[config.mk]
export PLATFORM = sky130hd
export DESIGN_NAME = cfg_subsys_top
export DESIGN_NICKNAME = d
export VERILOG_FILES = /design/src/hw/cfg_pkg.sv /design/src/hw/cfg_bus_if.sv /design/src/hw/axil_to_cfg.sv /design/src/hw/cfg_addr_decode.sv /design/src/hw/cfg_scratch_regs.sv /design/src/hw/cfg_event_status.sv /design/src/hw/cfg_subsys_top.sv
export VERILOG_INCLUDE_DIRS = /design/src /design/src/hw
export SDC_FILE = /design/constraint.sdc
export NUM_CORES = 1
export LEC_CHECK = 0
export BUFFER_PORTS_ARGS = -buffer_cell sky130_fd_sc_hd__buf_2
export CAP_MARGIN = 20
export CORE_MARGIN = 5
export CORE_UTILIZATION = 25
export CTS_CLUSTER_SIZE = 20
export DETAILED_ROUTE_END_ITERATION = 12
export PLACE_DENSITY_LB_ADDON = 0.08
export RECOVER_POWER = 25
export SYNTH_ARGS = -nofsm -noshare
export SYNTH_HDL_FRONTEND = slang
export SYNTH_HIERARCHICAL = 1
export SYNTH_SLANG_ARGS = --single-unit
[constraint.sdc]
create_clock -name clk -period 8.25 [get_ports clk]
set_input_delay 1.2375 -clock clk [delete_from_list [all_inputs] [get_ports clk]]
set_output_delay 1.2375 -clock clk [all_outputs]
set_load 0.01 [all_outputs]
[src/hw/cfg_consts.svh]
// Configuration subsystem constants
`ifndef CFG_CONSTS_SVH
`define CFG_CONSTS_SVH

// ====================
// Bus widths
// ====================
// Byte address on the configuration bus
`define CFG_ADDR_W 12
// Data path width
`define CFG_DATA_W 32

// ====================
// Register blocks
// ====================
// Event inputs into STATUS
`define CFG_EVENT_W 8
// Scratch bank depth
`define CFG_SCRATCH_N 4
// Fixed ID register value
`define CFG_ID_VALUE 32'hC0F1_0001
// Read value for unmapped space
`define CFG_UNMAPPED_DATA 32'hDEAD_BEEF

`endif

[src/hw/cfg_pkg.sv]
// Configuration subsystem types
`default_nettype none

`include "cfg_consts.svh"

package cfg_pkg;

   // ====================
   // Bus payload types
   // ====================
   // Configuration byte address
   typedef logic [`CFG_ADDR_W-1:0] cfg_addr_t;
   // One data word
   typedef logic [`CFG_DATA_W-1:0] cfg_data_t;

   // ====================
   // Enumerations
   // ====================
   // AXI-Lite converter states
   typedef enum logic [1:0] {
      IDLE  = 2'd0,
      ADDR  = 2'd1,
      WDATA = 2'd2,
      RESP  = 2'd3
   } axil_state_e;

   // Decoder target select
   typedef enum logic [1:0] {
      TGT_SCRATCH = 2'd0,
      TGT_EVENT   = 2'd1,
      TGT_NONE    = 2'd2
   } cfg_target_e;

endpackage

`default_nettype wire

[src/hw/cfg_bus_if.sv]
// Configuration bus interface
`timescale 1ns/10ps
`default_nettype none

interface cfg_bus_if;
   import cfg_pkg::*;

   // Request side, held by the master until ack
   cfg_addr_t addr;
   cfg_data_t wdata;
   logic      wr;
   logic      rd;

   // Response side, ack is a single-cycle pulse
   cfg_data_t rdata;
   logic      ack;

   // Requester view
   modport master (
      output addr,
      output wdata,
      output wr,
      output rd,
      input  ack,
      input  rdata
   );

   // Responder view
   modport slave (
      input  addr,
      input  wdata,
      input  wr,
      input  rd,
      output ack,
      output rdata
   );

endinterface

`default_nettype wire

[src/hw/axil_to_cfg.sv]
// AXI-Lite to configuration bus converter
`timescale 1ns/10ps
`default_nettype none

module axil_to_cfg (
   input  wire                     clk,
   input  wire                     rst_n,
   // Write address channel
   input  wire                     awvalid,
   output logic                    awready,
   input  wire cfg_pkg::cfg_addr_t awaddr,
   // Write data channel
   input  wire                     wvalid,
   output logic                    wready,
   input  wire cfg_pkg::cfg_data_t wdata,
   // Write response channel
   output logic                    bvalid,
   input  wire                     bready,
   output logic [1:0]              bresp,
   // Read address channel
   input  wire                     arvalid,
   output logic                    arready,
   input  wire cfg_pkg::cfg_addr_t araddr,
   // Read data channel
   output logic                    rvalid,
   input  wire                     rready,
   output cfg_pkg::cfg_data_t      rdata,
   output logic [1:0]              rresp,
   // Configuration bus toward the decoder
   cfg_bus_if.master               cfg,
   output logic                    busy
);
   import cfg_pkg::*;

   axil_state_e state_q;
   axil_state_e state_nxt;
   // Direction of the captured access, 1 for write
   logic        is_wr_q;
   cfg_addr_t   addr_q;
   logic        wr_q;
   logic        rd_q;
   cfg_data_t   rdata_q;
   logic        wr_done;
   logic        rd_done;

   // Strobe completion
   assign wr_done = wr_q && cfg.ack;
   assign rd_done = rd_q && cfg.ack;

   // ====================
   // State machine
   // ====================
   always_comb begin
      state_nxt = state_q;
      case (state_q)
         IDLE: begin
            if (awvalid || arvalid) begin
               state_nxt = ADDR;
            end
         end
         // Reads go straight to RESP and wait there for the data
         ADDR: state_nxt = is_wr_q ? WDATA : RESP;
         WDATA: begin
            if (wr_done) begin
               state_nxt = RESP;
            end
         end
         RESP: begin
            if ((bvalid && bready) || (rvalid && rready)) begin
               state_nxt = IDLE;
            end
         end
         default: state_nxt = IDLE;
      endcase
   end

   always_ff @(posedge clk) begin
      if (!rst_n) begin
         state_q <= IDLE;
      end else begin
         state_q <= state_nxt;
      end
   end

   // Any access in flight or starting
   assign busy = (state_nxt != IDLE);

   // ====================
   // Address capture
   // ====================
   // Write address wins when both are valid
   always_ff @(posedge clk) begin
      if (!rst_n) begin
         is_wr_q <= 1'b0;
      end else if (state_q == IDLE && awvalid) begin
         is_wr_q <= 1'b1;
      end else if (state_q == IDLE && arvalid) begin
         is_wr_q <= 1'b0;
      end
   end

   always_ff @(posedge clk) begin
      if (state_q == IDLE) begin
         addr_q <= awvalid ? awaddr : araddr;
      end
   end

   // One-cycle address ready pulses
   always_ff @(posedge clk) begin
      if (!rst_n) begin
         awready <= 1'b0;
         arready <= 1'b0;
      end else begin
         awready <= (state_q == IDLE) && awvalid;
         arready <= (state_q == IDLE) && arvalid && !awvalid;
      end
   end

   // ====================
   // Config strobes
   // ====================
   always_ff @(posedge clk) begin
      if (!rst_n) begin
         wr_q <= 1'b0;
         rd_q <= 1'b0;
      end else begin
         // Write strobe waits for write data
         if (state_nxt == WDATA && wvalid) begin
            wr_q <= 1'b1;
         end else if (wr_done) begin
            wr_q <= 1'b0;
         end
         if (state_q == ADDR && !is_wr_q) begin
            rd_q <= 1'b1;
         end else if (rd_done) begin
            rd_q <= 1'b0;
         end
      end
   end

   assign cfg.addr  = addr_q;
   // Write data is held by the master until wready
   assign cfg.wdata = wdata;
   assign cfg.wr    = wr_q;
   assign cfg.rd    = rd_q;

   // ====================
   // AXI responses
   // ====================
   always_ff @(posedge clk) begin
      if (!rst_n) begin
         wready <= 1'b0;
         bvalid <= 1'b0;
         rvalid <= 1'b0;
      end else begin
         wready <= wr_done;
         if (bvalid && bready) begin
            bvalid <= 1'b0;
         end else if (wready && wvalid) begin
            bvalid <= 1'b1;
         end
         if (rvalid && rready) begin
            rvalid <= 1'b0;
         end else if (rd_done) begin
            rvalid <= 1'b1;
         end
      end
   end

   // Read data captured with ack
   always_ff @(posedge clk) begin
      if (rd_done) begin
         rdata_q <= cfg.rdata;
      end
   end

   assign rdata = rdata_q;
   // Always OKAY
   assign bresp = 2'b00;
   assign rresp = 2'b00;

   // Strobes are exclusive on the config bus
   assert property (@(posedge clk) disable iff (!rst_n) !(cfg.wr && cfg.rd));

   // Responses hold under back-pressure and block new addresses
   assert property (@(posedge clk) disable iff (!rst_n)
      bvalid && !bready |=> bvalid && !awready && !arready);
   assert property (@(posedge clk) disable iff (!rst_n)
      rvalid && !rready |=> rvalid && $stable(rdata) && !awready && !arready);

endmodule

`default_nettype wire

[src/hw/cfg_addr_decode.sv]
// Configuration address decoder
`timescale 1ns/10ps
`default_nettype none

`include "cfg_consts.svh"

module cfg_addr_decode (
   input  wire       clk,
   input  wire       rst_n,
   cfg_bus_if.slave  up,
   cfg_bus_if.master scratch,
   cfg_bus_if.master evt
);
   import cfg_pkg::*;

   cfg_target_e tgt;
   // Local responder for unmapped space
   logic        none_ack_q;
   logic        none_req;

   // ====================
   // Target select
   // ====================
   always_comb begin
      if (|up.addr[`CFG_ADDR_W-1:7]) begin
         tgt = TGT_NONE;
      end else if (up.addr[6]) begin
         tgt = TGT_EVENT;
      end else begin
         tgt = TGT_SCRATCH;
      end
   end

   // Address and data fan out, strobes only to the selected target
   assign scratch.addr  = up.addr;
   assign scratch.wdata = up.wdata;
   assign scratch.wr    = up.wr && (tgt == TGT_SCRATCH);
   assign scratch.rd    = up.rd && (tgt == TGT_SCRATCH);
   assign evt.addr      = up.addr;
   assign evt.wdata     = up.wdata;
   assign evt.wr        = up.wr && (tgt == TGT_EVENT);
   assign evt.rd        = up.rd && (tgt == TGT_EVENT);

   // Unmapped writes are dropped, only acked
   assign none_req = (up.wr || up.rd) && (tgt == TGT_NONE);

   always_ff @(posedge clk) begin
      if (!rst_n) begin
         none_ack_q <= 1'b0;
      end else begin
         none_ack_q <= none_req && !none_ack_q;
      end
   end

   // ====================
   // Response merge
   // ====================
   assign up.ack = scratch.ack || evt.ack || none_ack_q;

   always_comb begin
      case (tgt)
         TGT_SCRATCH: up.rdata = scratch.rdata;
         TGT_EVENT:   up.rdata = evt.rdata;
         default:     up.rdata = `CFG_UNMAPPED_DATA;
      endcase
   end

   // Only the selected target ever answers
   assert property (@(posedge clk) disable iff (!rst_n)
      $onehot0({scratch.ack, evt.ack, none_ack_q}));

endmodule

`default_nettype wire

[src/hw/cfg_scratch_regs.sv]
// Scratch register bank
`timescale 1ns/10ps
`default_nettype none

`include "cfg_consts.svh"

module cfg_scratch_regs (
   input  wire      clk,
   input  wire      rst_n,
   cfg_bus_if.slave bus
);
   import cfg_pkg::*;

   localparam int IDX_W = $clog2(`CFG_SCRATCH_N);

   cfg_data_t  regs_q [`CFG_SCRATCH_N];
   logic       ack_q;
   logic [3:0] idx;
   logic       in_bank;

   // Word index within the block
   assign idx     = bus.addr[5:2];
   assign in_bank = (idx < `CFG_SCRATCH_N);

   // ====================
   // Ack and write
   // ====================
   always_ff @(posedge clk) begin
      if (!rst_n) begin
         ack_q <= 1'b0;
         for (int i = 0; i < `CFG_SCRATCH_N; i++) begin
            regs_q[i] <= '0;
         end
      end else begin
         // First strobe cycle only
         ack_q <= (bus.wr || bus.rd) && !ack_q;
         if (bus.wr && !ack_q && in_bank) begin
            regs_q[idx[IDX_W-1:0]] <= bus.wdata;
         end
      end
   end

   assign bus.ack   = ack_q;
   // Out-of-bank indices read zero
   assign bus.rdata = in_bank ? regs_q[idx[IDX_W-1:0]] : '0;

   // Ack only while a strobe is held
   assert property (@(posedge clk) disable iff (!rst_n) bus.ack |-> (bus.wr || bus.rd));

endmodule

`default_nettype wire

[src/hw/cfg_event_status.sv]
// Event status and interrupt block
`timescale 1ns/10ps
`default_nettype none

`include "cfg_consts.svh"

module cfg_event_status (
   input  wire                   clk,
   input  wire                   rst_n,
   cfg_bus_if.slave              bus,
   input  wire [`CFG_EVENT_W-1:0] event_in,
   output logic                  irq
);
   import cfg_pkg::*;

   // Register word indices
   localparam logic [3:0] IDX_STATUS = 4'd0;
   localparam logic [3:0] IDX_MASK   = 4'd1;
   localparam logic [3:0] IDX_ID     = 4'd2;

   logic [`CFG_EVENT_W-1:0] status_q;
   logic [`CFG_EVENT_W-1:0] mask_q;
   logic [`CFG_EVENT_W-1:0] clr;
   logic                    ack_q;
   logic                    wr_fire;
   logic [3:0]              idx;

   assign idx     = bus.addr[5:2];
   assign wr_fire = bus.wr && !ack_q;
   // Write-one-to-clear bits
   assign clr     = (wr_fire && idx == IDX_STATUS) ? bus.wdata[`CFG_EVENT_W-1:0] : '0;

   // ====================
   // Registers
   // ====================
   always_ff @(posedge clk) begin
      if (!rst_n) begin
         ack_q    <= 1'b0;
         status_q <= '0;
         mask_q   <= '0;
         irq      <= 1'b0;
      end else begin
         ack_q    <= (bus.wr || bus.rd) && !ack_q;
         // New events win over a same-cycle clear
         status_q <= (status_q & ~clr) | event_in;
         if (wr_fire && idx == IDX_MASK) begin
            mask_q <= bus.wdata[`CFG_EVENT_W-1:0];
         end
         irq      <= |(status_q & mask_q);
      end
   end

   assign bus.ack = ack_q;

   // Read mux, unused indices read zero
   always_comb begin
      case (idx)
         IDX_STATUS: bus.rdata = cfg_data_t'(status_q);
         IDX_MASK:   bus.rdata = cfg_data_t'(mask_q);
         IDX_ID:     bus.rdata = `CFG_ID_VALUE;
         default:    bus.rdata = '0;
      endcase
   end

endmodule

`default_nettype wire

[src/hw/cfg_subsys_top.sv]
// Configuration subsystem top level
`timescale 1ns/10ps
`default_nettype none

`include "cfg_consts.svh"

module cfg_subsys_top (
   input  wire                    clk,
   input  wire                    rst_n,
   // AXI-Lite slave port
   input  wire                    awvalid,
   output logic                   awready,
   input  wire [31:0]             awaddr,
   input  wire                    wvalid,
   output logic                   wready,
   input  wire [`CFG_DATA_W-1:0]  wdata,
   output logic                   bvalid,
   input  wire                    bready,
   output logic [1:0]             bresp,
   input  wire                    arvalid,
   output logic                   arready,
   input  wire [31:0]             araddr,
   output logic                   rvalid,
   input  wire                    rready,
   output logic [`CFG_DATA_W-1:0] rdata,
   output logic [1:0]             rresp,
   // Events and status
   input  wire [`CFG_EVENT_W-1:0] event_in,
   output logic                   irq,
   output logic                   busy
);

   // One bus per link
   cfg_bus_if up_bus ();
   cfg_bus_if scratch_bus ();
   cfg_bus_if event_bus ();

   // ====================
   // Converter
   // ====================
   // Upper address bits are outside the config space
   axil_to_cfg u_axil_to_cfg (
      .clk     (clk),
      .rst_n   (rst_n),
      .awvalid (awvalid),
      .awready (awready),
      .awaddr  (awaddr[`CFG_ADDR_W-1:0]),
      .wvalid  (wvalid),
      .wready  (wready),
      .wdata   (wdata),
      .bvalid  (bvalid),
      .bready  (bready),
      .bresp   (bresp),
      .arvalid (arvalid),
      .arready (arready),
      .araddr  (araddr[`CFG_ADDR_W-1:0]),
      .rvalid  (rvalid),
      .rready  (rready),
      .rdata   (rdata),
      .rresp   (rresp),
      .cfg     (up_bus.master),
      .busy    (busy)
   );

   // ====================
   // Decode and targets
   // ====================
   cfg_addr_decode u_decode (
      .clk     (clk),
      .rst_n   (rst_n),
      .up      (up_bus.slave),
      .scratch (scratch_bus.master),
      .evt     (event_bus.master)
   );

   cfg_scratch_regs u_scratch (
      .clk   (clk),
      .rst_n (rst_n),
      .bus   (scratch_bus.slave)
   );

   cfg_event_status u_event (
      .clk      (clk),
      .rst_n    (rst_n),
      .bus      (event_bus.slave),
      .event_in (event_in),
      .irq      (irq)
   );

endmodule

`default_nettype wire

==> flow_metrics.tcl, run 1 <==
set metrics [dict create \
    result_of_the_run "finished, violations left" \
    violations "capacitance limit, slew limit" \
    power.static_leakage_nw 3.856 \
    gpl.final_weighted_congestion 0.6561 \
    fp.dieW_um 213.8 \
    reg2reg_depth 5 \
    detail_route.wl_per_cell_um 20.58 \
    grt-busiest-layer "met2" \
    place_hpwl_mm 16.15 \
    dieHeight_um 213.8 \
    cts_hold_buffers 0 \
    port-buffer-count 105 \
    die-area_sq_um 45700 \
    floorplan.io_pins 154 \
    finalCriticalPeriod_ns 4.859 \
    multi_input_comb_area_sq_um 3441 \
    cts_tree "built" \
    antenna_cells 0 \
    fp-row-count 74 \
    tritoncts_num_sinks 200 \
    r2r_path_end "u_scratch/regs_q[2][29]$_SDFFCE_PN0P_" \
    final_max_slew_viol_count 45 \
    totalWireLength_mm 28.32 \
    post-route-util_pct 27.33 \
    setup_total_negative_slack_ns 0 \
    root_cell_of_the_clock_tree "sky130_fd_sc_hd__clkbuf_16" \
    worstSetupStartpointType "input port" \
    fin_nets 942 \
    power.density_cell_area_nw_per_um2 208.2 \
    critPathArrivalTime_ns 4.98 \
    post_cts_buffers 0 \
    final-instance-count-excl-fill 1376 \
    drv_cap 1 \
    cp_slowest_stage_delay_ns 1.61 \
    global_route.usage.met1_pct 16.73 \
    total_congestion_overflow_after_global_routing 0 \
    worstHoldPathCells 1 \
    area_of_all_sequential_standard_cells_sq_um 5705 \
    hold_ws_ns 0.4231 \
    grt_pass1_wl_mm 42.61 \
    cts_buffers 17 \
    yosys_warnings 6 \
    worstSkewPairLatency_ns 0.44 \
    start_util_pct 25.36 \
    tightest_pin_transition_ns 2.295 \
    placed_cells 1344 \
    timing.final.hold_violations 0 \
    detail_route.first_pass.iterations 4 \
    nFillCells 4304 \
    antenna_found_initial 1 \
    rrSetupSlack_ns 4.29 \
    total_power_w 0.002329 \
    post_cts_resize_count 0 \
    min_from "u_decode/none_ack_q$_SDFF_PN0_" \
    dr_total_vias 6112 \
    max-clock-path-buffers 2 \
    routed_via_density 4.442 \
    detail_route.iter0.violations 232 \
    slew_headroom_pct -53.01 \
    route.antenna.remaining_nets 0 \
    post_synth.cell_area_avg_sq_um 12.37 \
    grt_setup_unrepaired "false" \
    worst_clock_skew_ns 0.008922 \
    worst_ir_drop_vdd_uv 128.7 \
    synth_cells 839 \
    critical_path_class "in -> reg" \
    post_synth_instance_area_sq_um 10380 \
    globalRouteMet3Util_pct 2.268 \
    crit_chain "buf_2 > clkbuf_1 > nand4bb_4 > o21ai_4 > buf_4" \
    max_freq_ghz 0.2058 \
    gr-usage-all-layers_pct 12.57 \
    whs_endpoint "u_decode/none_ack_q$_SDFF_PN0_" \
    timing.hold.worst.class "reg -> reg" \
    syn2layout_area_growth_pct 7.751 \
    final_layout_size_suffix_gt1_share_pct 22.27 \
    grt_max_degree 57 \
    path_max_fanout 44 \
    critPathRequiredTime_ns 8.37 \
    number_of_levels_in_the_clock_h_tree 4 \
    use_met2_pct 20.82 \
    clk_pin_slew_ns 0.07 \
    core_area_sq_um 40920 \
    timing.final.crit_share_pct 58.90 \
    crit-reg2reg-launch "u_axil_to_cfg/cfg.addr[9]$_DFFE_PN_" \
    final_routed_drc_violation_total 0 \
    crit_path_end_kind "flip-flop" \
    final-setup-viol-count 0 \
    cell_type_of_the_slowest_stage_on_the_worst_timing_path "sky130_fd_sc_hd__clkbuf_1" \
    grt_pass1_vias 6666 \
]
power breakdown:
| group | leakage (nW) | internal, W | switching (W) |
|---|---|---|---|
| Combinational | 1.63 | 0.0000979 | 0.000211 |
| Clock | 0.286 | 0.000476 | 0.000392 |
| Sequential | 1.94 | 0.00113 | 0.0000187 |
| Total | 3.86 | 0.00171 | 0.000621 |
through the flow:
stage | instance area [sq um] | setup slack [ns]
3_3_place_gp | 10660 | 4.211
3_5_place_dp | 10660 | 4.248
6_report | 11180 | 3.391
5_1_grt | 11180 | 3.124
2_1_floorplan | 10450 | 3.729
4_1_cts | 11240 | 4.231
cell type report:
| type | count | share of cell area, % |
|---|---|---|
| repair buffers | 125 | 5.538 |
| clock inverters | 13 | 1.387 |
| clock buffers | 19 | 3.871 |
| inverters | 44 | 1.477 |
| well taps | 532 | 5.951 |
| multi-input cells | 443 | 30.76 |
| flip-flops and latches | 200 | 51.01 |
critical path: cells and delay by family:
| family | cells | cell delay [ns] |
|---|---|---|
| compound gates | 1 | 0.87 |
| buf+inv | 3 | 2.12 |
| simple gates | 1 | 0.69 |
placed cells by master, fill, tap and decap left out, types with 2 or more instances in the layout:
cell                        instances
sky130_fd_sc_hd__a21oi_1            3
sky130_fd_sc_hd__a22oi_1            5
sky130_fd_sc_hd__a41oi_1            9
sky130_fd_sc_hd__and3_1             2
sky130_fd_sc_hd__and4b_1            2
sky130_fd_sc_hd__buf_2             66
sky130_fd_sc_hd__buf_4             18
sky130_fd_sc_hd__bufinv_16          3
sky130_fd_sc_hd__clkbuf_1          43
sky130_fd_sc_hd__clkbuf_16         17
sky130_fd_sc_hd__clkinv_1           3
sky130_fd_sc_hd__clkinv_2           3
sky130_fd_sc_hd__clkinv_4           4
sky130_fd_sc_hd__conb_1            21
sky130_fd_sc_hd__dfxtp_1           30
sky130_fd_sc_hd__edfxtp_1         170
sky130_fd_sc_hd__inv_1             43
sky130_fd_sc_hd__mux2_1             8
sky130_fd_sc_hd__mux2_2             2
sky130_fd_sc_hd__mux2i_1          113
sky130_fd_sc_hd__nand2_1           22
sky130_fd_sc_hd__nand3_1           24
sky130_fd_sc_hd__nand3b_1           3
sky130_fd_sc_hd__nor2_1            15
sky130_fd_sc_hd__nor2b_1            3
sky130_fd_sc_hd__nor3_1            67
sky130_fd_sc_hd__nor3_2            40
sky130_fd_sc_hd__nor3b_1            3
sky130_fd_sc_hd__nor4_1            33
sky130_fd_sc_hd__nor4b_1            2
sky130_fd_sc_hd__nor4b_2            2
sky130_fd_sc_hd__o21ai_0            9
sky130_fd_sc_hd__o21ai_4            4
sky130_fd_sc_hd__o22ai_1           12
sky130_fd_sc_hd__o22ai_2           20
per-layer routing:
metal  vias to the layer above  share of wire (%)  wire length, um
met1                      3032                 46            13130
met4                         2                2.1              589
met5                         -              0.025                7
met2                        91                 49            13870
li1                       2955                  -                -
met3                        32                2.6              727
registers in the layout, indices dropped and copies added, names as in the netlist, 2 cells and up:
register / cells
u_axil_to_cfg/cfg.addr: 10
u_axil_to_cfg/rdata: 32
u_axil_to_cfg/state_q: 2
u_event/mask_q: 8
u_event/status_q: 8
u_scratch/regs_q: 128
worst max path at each step:
| stage | slack, ns | to | startpoint |
|---|---|---|---|
| after floorplan | 3.73 | u_scratch/regs_q[0][0]$_SDFFCE_PN0P_ | u_axil_to_cfg/cfg.addr[9]$_DFFE_PN_ |
| after global placement | 4.21 | u_scratch/regs_q[2][28]$_SDFFCE_PN0P_ | u_axil_to_cfg/cfg.addr[9]$_DFFE_PN_ |
| after detailed placement | 4.25 | u_scratch/regs_q[2][28]$_SDFFCE_PN0P_ | u_axil_to_cfg/cfg.addr[9]$_DFFE_PN_ |
| after CTS | 4.23 | u_scratch/regs_q[2][30]$_SDFFCE_PN0P_ | u_axil_to_cfg/cfg.addr[9]$_DFFE_PN_ |
| after global routing | 3.12 | u_scratch/regs_q[2][30]$_SDFFCE_PN0P_ | rst_n |
| final | 3.39 | u_scratch/regs_q[2][29]$_SDFFCE_PN0P_ | rst_n |
Power figures use the tool's default switching activity.
==> run 2, diff against run 1 <==
==> constraint.sdc (replaced) <==
create_clock -name clk -period 3.9 [get_ports clk]
set_input_delay 0.585 -clock clk [delete_from_list [all_inputs] [get_ports clk]]
set_output_delay 0.585 -clock clk [all_outputs]
set_load 0.01 [all_outputs]
==> flow_metrics.tcl, run 2 (synthesized netlist as in run 1, its figures left out) <==
set metrics [dict create \
    result_of_the_run "finished, violations left" \
    violations "capacitance limit, slew limit" \
    port-buffer-count 105 \
    finalCriticalPeriod_ns 3.337 \
    worst_ir_drop_vdd_uv 252.5 \
    dr_total_vias 6181 \
    grt-busiest-layer "met2" \
    cts_buffers 17 \
    detail_route.first_pass.iterations 4 \
    critPathRequiredTime_ns 4.07 \
    global_route.usage.met1_pct 16.94 \
    mostFrequentLayoutCells "sky130_fd_sc_hd__edfxtp_1, sky130_fd_sc_hd__mux2i_1, sky130_fd_sc_hd__nor3_1" \
    switching_share_pct 26.58 \
    detail_route.wl_per_cell_um 20.70 \
    cp_slowest_stage_delay_ns 1.69 \
    intPower_w 0.003689 \
    pre_cts_ws_ns 0.6859 \
    syn2layout_area_growth_pct 9.041 \
    reg2reg_depth 5 \
    post_cts_buffers 0 \
    final-setup-viol-count 0 \
    path_max_fanout 33 \
    cts_hold_buffers 0 \
    worstSkewPairLatency_ns 0.45 \
    fp.dieW_um 213.8 \
    relative_contribution_of_combinational_cells_to_total_power_pct 13.1 \
    route.antenna.remaining_nets 0 \
    final_layout_size_suffix_gt1_share_pct 22.74 \
    tightest_pin_transition_ns 2.134 \
    switching_power_w 0.001336 \
    nFillCells 4281 \
    grt_pass1_wl_mm 42.77 \
    use_met2_pct 20.91 \
    dieHeight_um 213.8 \
    place_area_sq_um 10780 \
    detail_route.iter0.violations 252 \
    crit_chain "or3b_1 > buf_12 > o22ai_1 > mux2i_1 > nand3_1" \
    timing.hold.worst.class "in -> reg" \
    critical_path_class "reg -> reg" \
    fp-row-count 74 \
    max-clock-path-buffers 2 \
    worstSetupStartpointType "flip-flop" \
    worst_clock_skew_ns 0.01359 \
    slew_headroom_pct -42.25 \
    power.density_cell_area_nw_per_um2 443.9 \
    start_util_pct 25.36 \
    largest_register_ff_count 128 \
    post-route-cell-area_sq_um 11320 \
    grt_max_degree 62 \
    antenna_cells 0 \
    die-area_sq_um 45700 \
    gpl.final_weighted_congestion 0.6660 \
    root_cell_of_the_clock_tree "sky130_fd_sc_hd__clkbuf_16" \
    timing.final.crit_share_pct 85.55 \
    grt_setup_unrepaired "false" \
    clock_power_share_pct 38.2 \
    hold_ws_ns 0.3983 \
    tritoncts_num_sinks 200 \
    place_hpwl_mm 17.35 \
    core_area_sq_um 40920 \
    clk_pin_slew_ns 0.08 \
    regMostFlops "u_scratch/regs_q" \
    globalRouteMet3Util_pct 2.502 \
    gr-usage-all-layers_pct 12.64 \
    timing.final.hold_violations 0 \
    post_cts_resize_count 0 \
    post-route-util_pct 27.66 \
    total_congestion_overflow_after_global_routing 0 \
    antenna_found_initial 0 \
    final_routed_drc_violation_total 0 \
    totalWireLength_mm 28.67 \
    crit_path_end_kind "flip-flop" \
    fin_ws_ns 0.5634 \
    seq_power_share_pct 48.8 \
    cell_type_of_the_slowest_stage_on_the_worst_timing_path "sky130_fd_sc_hd__or3b_1" \
    routed_via_density 4.463 \
    worstHoldPathCells 2 \
    number_of_levels_in_the_clock_h_tree 4 \
    max_freq_ghz 0.2997 \
    grt_pass1_vias 6556 \
    drv_cap 3 \
    final_max_slew_viol_count 93 \
    floorplan.io_pins 154 \
    power.static_leakage_nw 3.920 \
    cts_tree "built" \
    commonest_non_fill_non_tap_cell_in_the_layout "sky130_fd_sc_hd__edfxtp_1" \
    critPathArrivalTime_ns 3.51 \
    fin_nets 952 \
]
## run 2: final cells by class
type / count / area [sq um] / share of cell area, %
tap: 532 / 665.6 / 5.881
multi-input combinational: 443 / 3432 / 30.32
inverter: 44 / 165.2 / 1.459
timing repair buffer: 135 / 742.0 / 6.555
sequential: 200 / 5705 / 50.41
clock buffer: 19 / 432.9 / 3.825
clock inverter: 12 / 175.2 / 1.548
## run 2: metal layers
metal,vias to the layer above,wire (um)
met5,-,0
met4,0,372
met3,22,969
met2,96,13970
met1,3098,13360
li1,2965,-
## run 2: worst paths after layout
kind | startpoint | to | slack, ns
worst max-delay path | u_axil_to_cfg/cfg.addr[3]$_DFFE_PN_ | u_axil_to_cfg/rdata[1]$_DFFE_PP_ | 0.56
worst min-delay path | wdata[2] | u_event/status_q[2]$_SDFF_PN0_ | 0.40
worst min register to register | u_decode/none_ack_q$_SDFF_PN0_ | u_decode/none_ack_q$_SDFF_PN0_ | 0.43
worst max register to register | u_axil_to_cfg/cfg.addr[3]$_DFFE_PN_ | u_axil_to_cfg/rdata[1]$_DFFE_PP_ | 0.56
## run 2: stage by stage
step                      instances  TNS, ns  power [W]
after floorplan                 858   -39.71   0.003029
after global placement         1354        0   0.003185
after detailed placement       1354        0   0.003184
after CTS                      1385        0   0.005117
after global routing           1385        0   0.005230
final                          1385        0   0.005024
## run 2: worst max-delay path: cells and delay by family (launching register included)
kind                   cells  cell delay [ns]
AOI/OAI and AO/OA          1             0.17
buffers and inverters      1             0.33
DFF                        1             0.56
muxes                      1             0.19
and+or+nand+nor            2             1.80
## run 2: power groups by stage
stage / sequential (W) / clock, W / combinational (W)
2_1_floorplan: 0.00248 / 0 / 0.000546
3_3_place_gp: 0.00250 / 0 / 0.000684
3_5_place_dp: 0.00250 / 0 / 0.000683
4_1_cts: 0.00245 / 0.00198 / 0.000685
5_1_grt: 0.00246 / 0.00205 / 0.000716
6_report: 0.00245 / 0.00192 / 0.000656
==> run 3, diff against run 2 <==
--- a/config.mk
+++ b/config.mk
@@ -14,6 +14,7 @@
 export DETAILED_ROUTE_END_ITERATION = 12
 export PLACE_DENSITY_LB_ADDON = 0.08
 export RECOVER_POWER = 25
+export REMOVE_ABC_BUFFERS = 1
 export SYNTH_ARGS = -nofsm -noshare
 export SYNTH_HDL_FRONTEND = slang
 export SYNTH_HIERARCHICAL = 1
==> flow_metrics.tcl, run 3 (synthesized netlist as in run 1, its figures left out) <==
set metrics [dict create \
    commonest_non_fill_non_tap_cell_in_the_layout "sky130_fd_sc_hd__edfxtp_1" \
    antenna_cells 0 \
    detail_route.first_pass.iterations 5 \
    grt_pass1_vias 6332 \
    power.static_leakage_nw 3.883 \
    antenna_found_initial 0 \
    worst_ir_drop_vdd_uv 309.0 \
    core_area_sq_um 40920 \
    timing.final.hold_violations 0 \
    post_cts_resize_count 0 \
    start_util_pct 25.36 \
    critPathArrivalTime_ns 3.20 \
    global_route.usage.met1_pct 16.11 \
    globalRouteMet3Util_pct 2.092 \
    max-clock-path-buffers 2 \
    critPathRequiredTime_ns 3.98 \
    number_of_levels_in_the_clock_h_tree 4 \
    worst_clock_skew_ns 0.01303 \
    routed_via_density 4.457 \
    grt_setup_unrepaired "false" \
    totalWireLength_mm 27.41 \
    tritoncts_num_sinks 200 \
    fp-row-count 74 \
    path_max_fanout 31 \
    final_max_slew_viol_count 26 \
    timing.final.crit_share_pct 80.12 \
    route.antenna.remaining_nets 0 \
    port-buffer-count 105 \
    final-setup-viol-count 0 \
    die-area_sq_um 45700 \
    worstSetupStartpointType "flip-flop" \
    cell_type_of_the_slowest_stage_on_the_worst_timing_path "sky130_fd_sc_hd__or4_4" \
    crit_chain "or4_4 > nor4b_2 > nand4bb_4 > o21ai_4 > buf_4" \
    cts_buffers 17 \
    root_cell_of_the_clock_tree "sky130_fd_sc_hd__clkbuf_16" \
    fin_nets 947 \
    dr_total_vias 6151 \
    largest_register_ff_count 128 \
    place_hpwl_mm 16.59 \
    final_routed_drc_violation_total 0 \
    hold_ws_ns 0.3980 \
    fin_ws_ns 0.7755 \
    gr-usage-all-layers_pct 12.04 \
    slew_headroom_pct -12.57 \
    placed_cells 1349 \
    mostFrequentLayoutCells "sky130_fd_sc_hd__edfxtp_1, sky130_fd_sc_hd__mux2i_1, sky130_fd_sc_hd__nor3_1" \
    violations "capacitance limit, slew limit" \
    use_met2_pct 20.25 \
    grt_pass1_wl_mm 40.72 \
    power.density_cell_area_nw_per_um2 437.5 \
    regMostFlops "u_scratch/regs_q" \
    max_freq_ghz 0.3201 \
    final-instance-count-excl-fill 1380 \
    drv_cap 1 \
    gpl.final_weighted_congestion 0.6621 \
    cp_slowest_stage_delay_ns 0.71 \
    detail_route.iter0.violations 324 \
    syn2layout_area_growth_pct 8.353 \
    fp.dieW_um 213.8 \
    grt-busiest-layer "met2" \
    worstSkewPairLatency_ns 0.45 \
    crit_path_end_kind "flip-flop" \
    final_layout_size_suffix_gt1_share_pct 22.88 \
    result_of_the_run "finished, violations left" \
    dieHeight_um 213.8 \
    total_congestion_overflow_after_global_routing 0 \
    detail_route.wl_per_cell_um 19.86 \
    cts_hold_buffers 0 \
    finalCriticalPeriod_ns 3.125 \
    clk_pin_slew_ns 0.07 \
    critical_path_class "reg -> reg" \
    pre_cts_ws_ns 0.7561 \
    cts_tree "built" \
    floorplan.io_pins 154 \
    post_cts_buffers 0 \
    tightest_pin_transition_ns 1.689 \
    grt_max_degree 71 \
    timing.hold.worst.class "in -> reg" \
]
[run 3: cell types whose count changed in the layout (fill, tap and decap cells not counted), sizes merged]
cell    delta
bufinv     -1
buf        -4
clkbuf     -2
clkinv     +2
[run 3: worst paths after layout]
| check | from | to | slack (ns) | cells past startpoint |
|---|---|---|---|---|
| worst min-delay path | wdata[5] | u_event/status_q[5]$_SDFF_PN0_ | 0.40 | 2 |
| worst max register to register | u_axil_to_cfg/cfg.addr[9]$_DFFE_PN_ | u_scratch/regs_q[2][26]$_SDFFCE_PN0P_ | 0.78 | 5 |
| worst min register to register | u_decode/none_ack_q$_SDFF_PN0_ | u_decode/none_ack_q$_SDFF_PN0_ | 0.42 | 1 |
| worst max-delay path | u_axil_to_cfg/cfg.addr[9]$_DFFE_PN_ | u_scratch/regs_q[2][26]$_SDFFCE_PN0P_ | 0.78 | 5 |
[run 3: stage by stage]
stage	power, W	area [sq um]	TNS (ns)	util, %
after floorplan	0.002904	9248	-441.20	-
after global placement	0.003169	10720	0	26.20
after detailed placement	0.003169	10720	0	26.20
after CTS	0.005025	11310	0	27.63
after global routing	0.005143	11250	0	27.48
final	0.004920	11250	0	27.48
[run 3: where the power goes]
| part | leakage (nW) | total (W) | switching (W) | internal (W) |
|---|---|---|---|---|
| Clock | 0.281 | 0.00183 | 0.000826 | 0.00100 |
| Sequential | 1.94 | 0.00246 | 0.0000636 | 0.00240 |
| Combinational | 1.66 | 0.000630 | 0.000416 | 0.000214 |
| Total | 3.88 | 0.00492 | 0.00131 | 0.00361 |
[run 3: cell type report]
| class | count | area (sq um) |
|---|---|---|
| Inverter | 44 | 165.2 |
| Timing Repair Buffer | 130 | 680.7 |
| Clock buffer | 18 | 429.2 |
| Clock inverter | 13 | 153.9 |
| Multi-Input combinational cell | 443 | 3447 |
| Tap cell | 532 | 665.6 |
| Fill cell | 4320 | 29680 |
| Sequential cell | 200 | 5705 |
[run 3: metal layers]
layer | up-vias | share of wire [%] | wire length (um)
met5 | - | 0 | 0
met4 | 0 | 1.2 | 333
met3 | 18 | 2.6 | 702
met2 | 81 | 50 | 13730
met1 | 3095 | 46 | 12640
li1 | 2957 | - | -
[run 3: worst max-delay path: cells and delay by family (launching register included)]
kind | cells | cell delay [ns]
compound gates | 1 | 0.20
buf+inv | 1 | 0.49
flops | 1 | 0.43
simple gates | 3 | 1.62
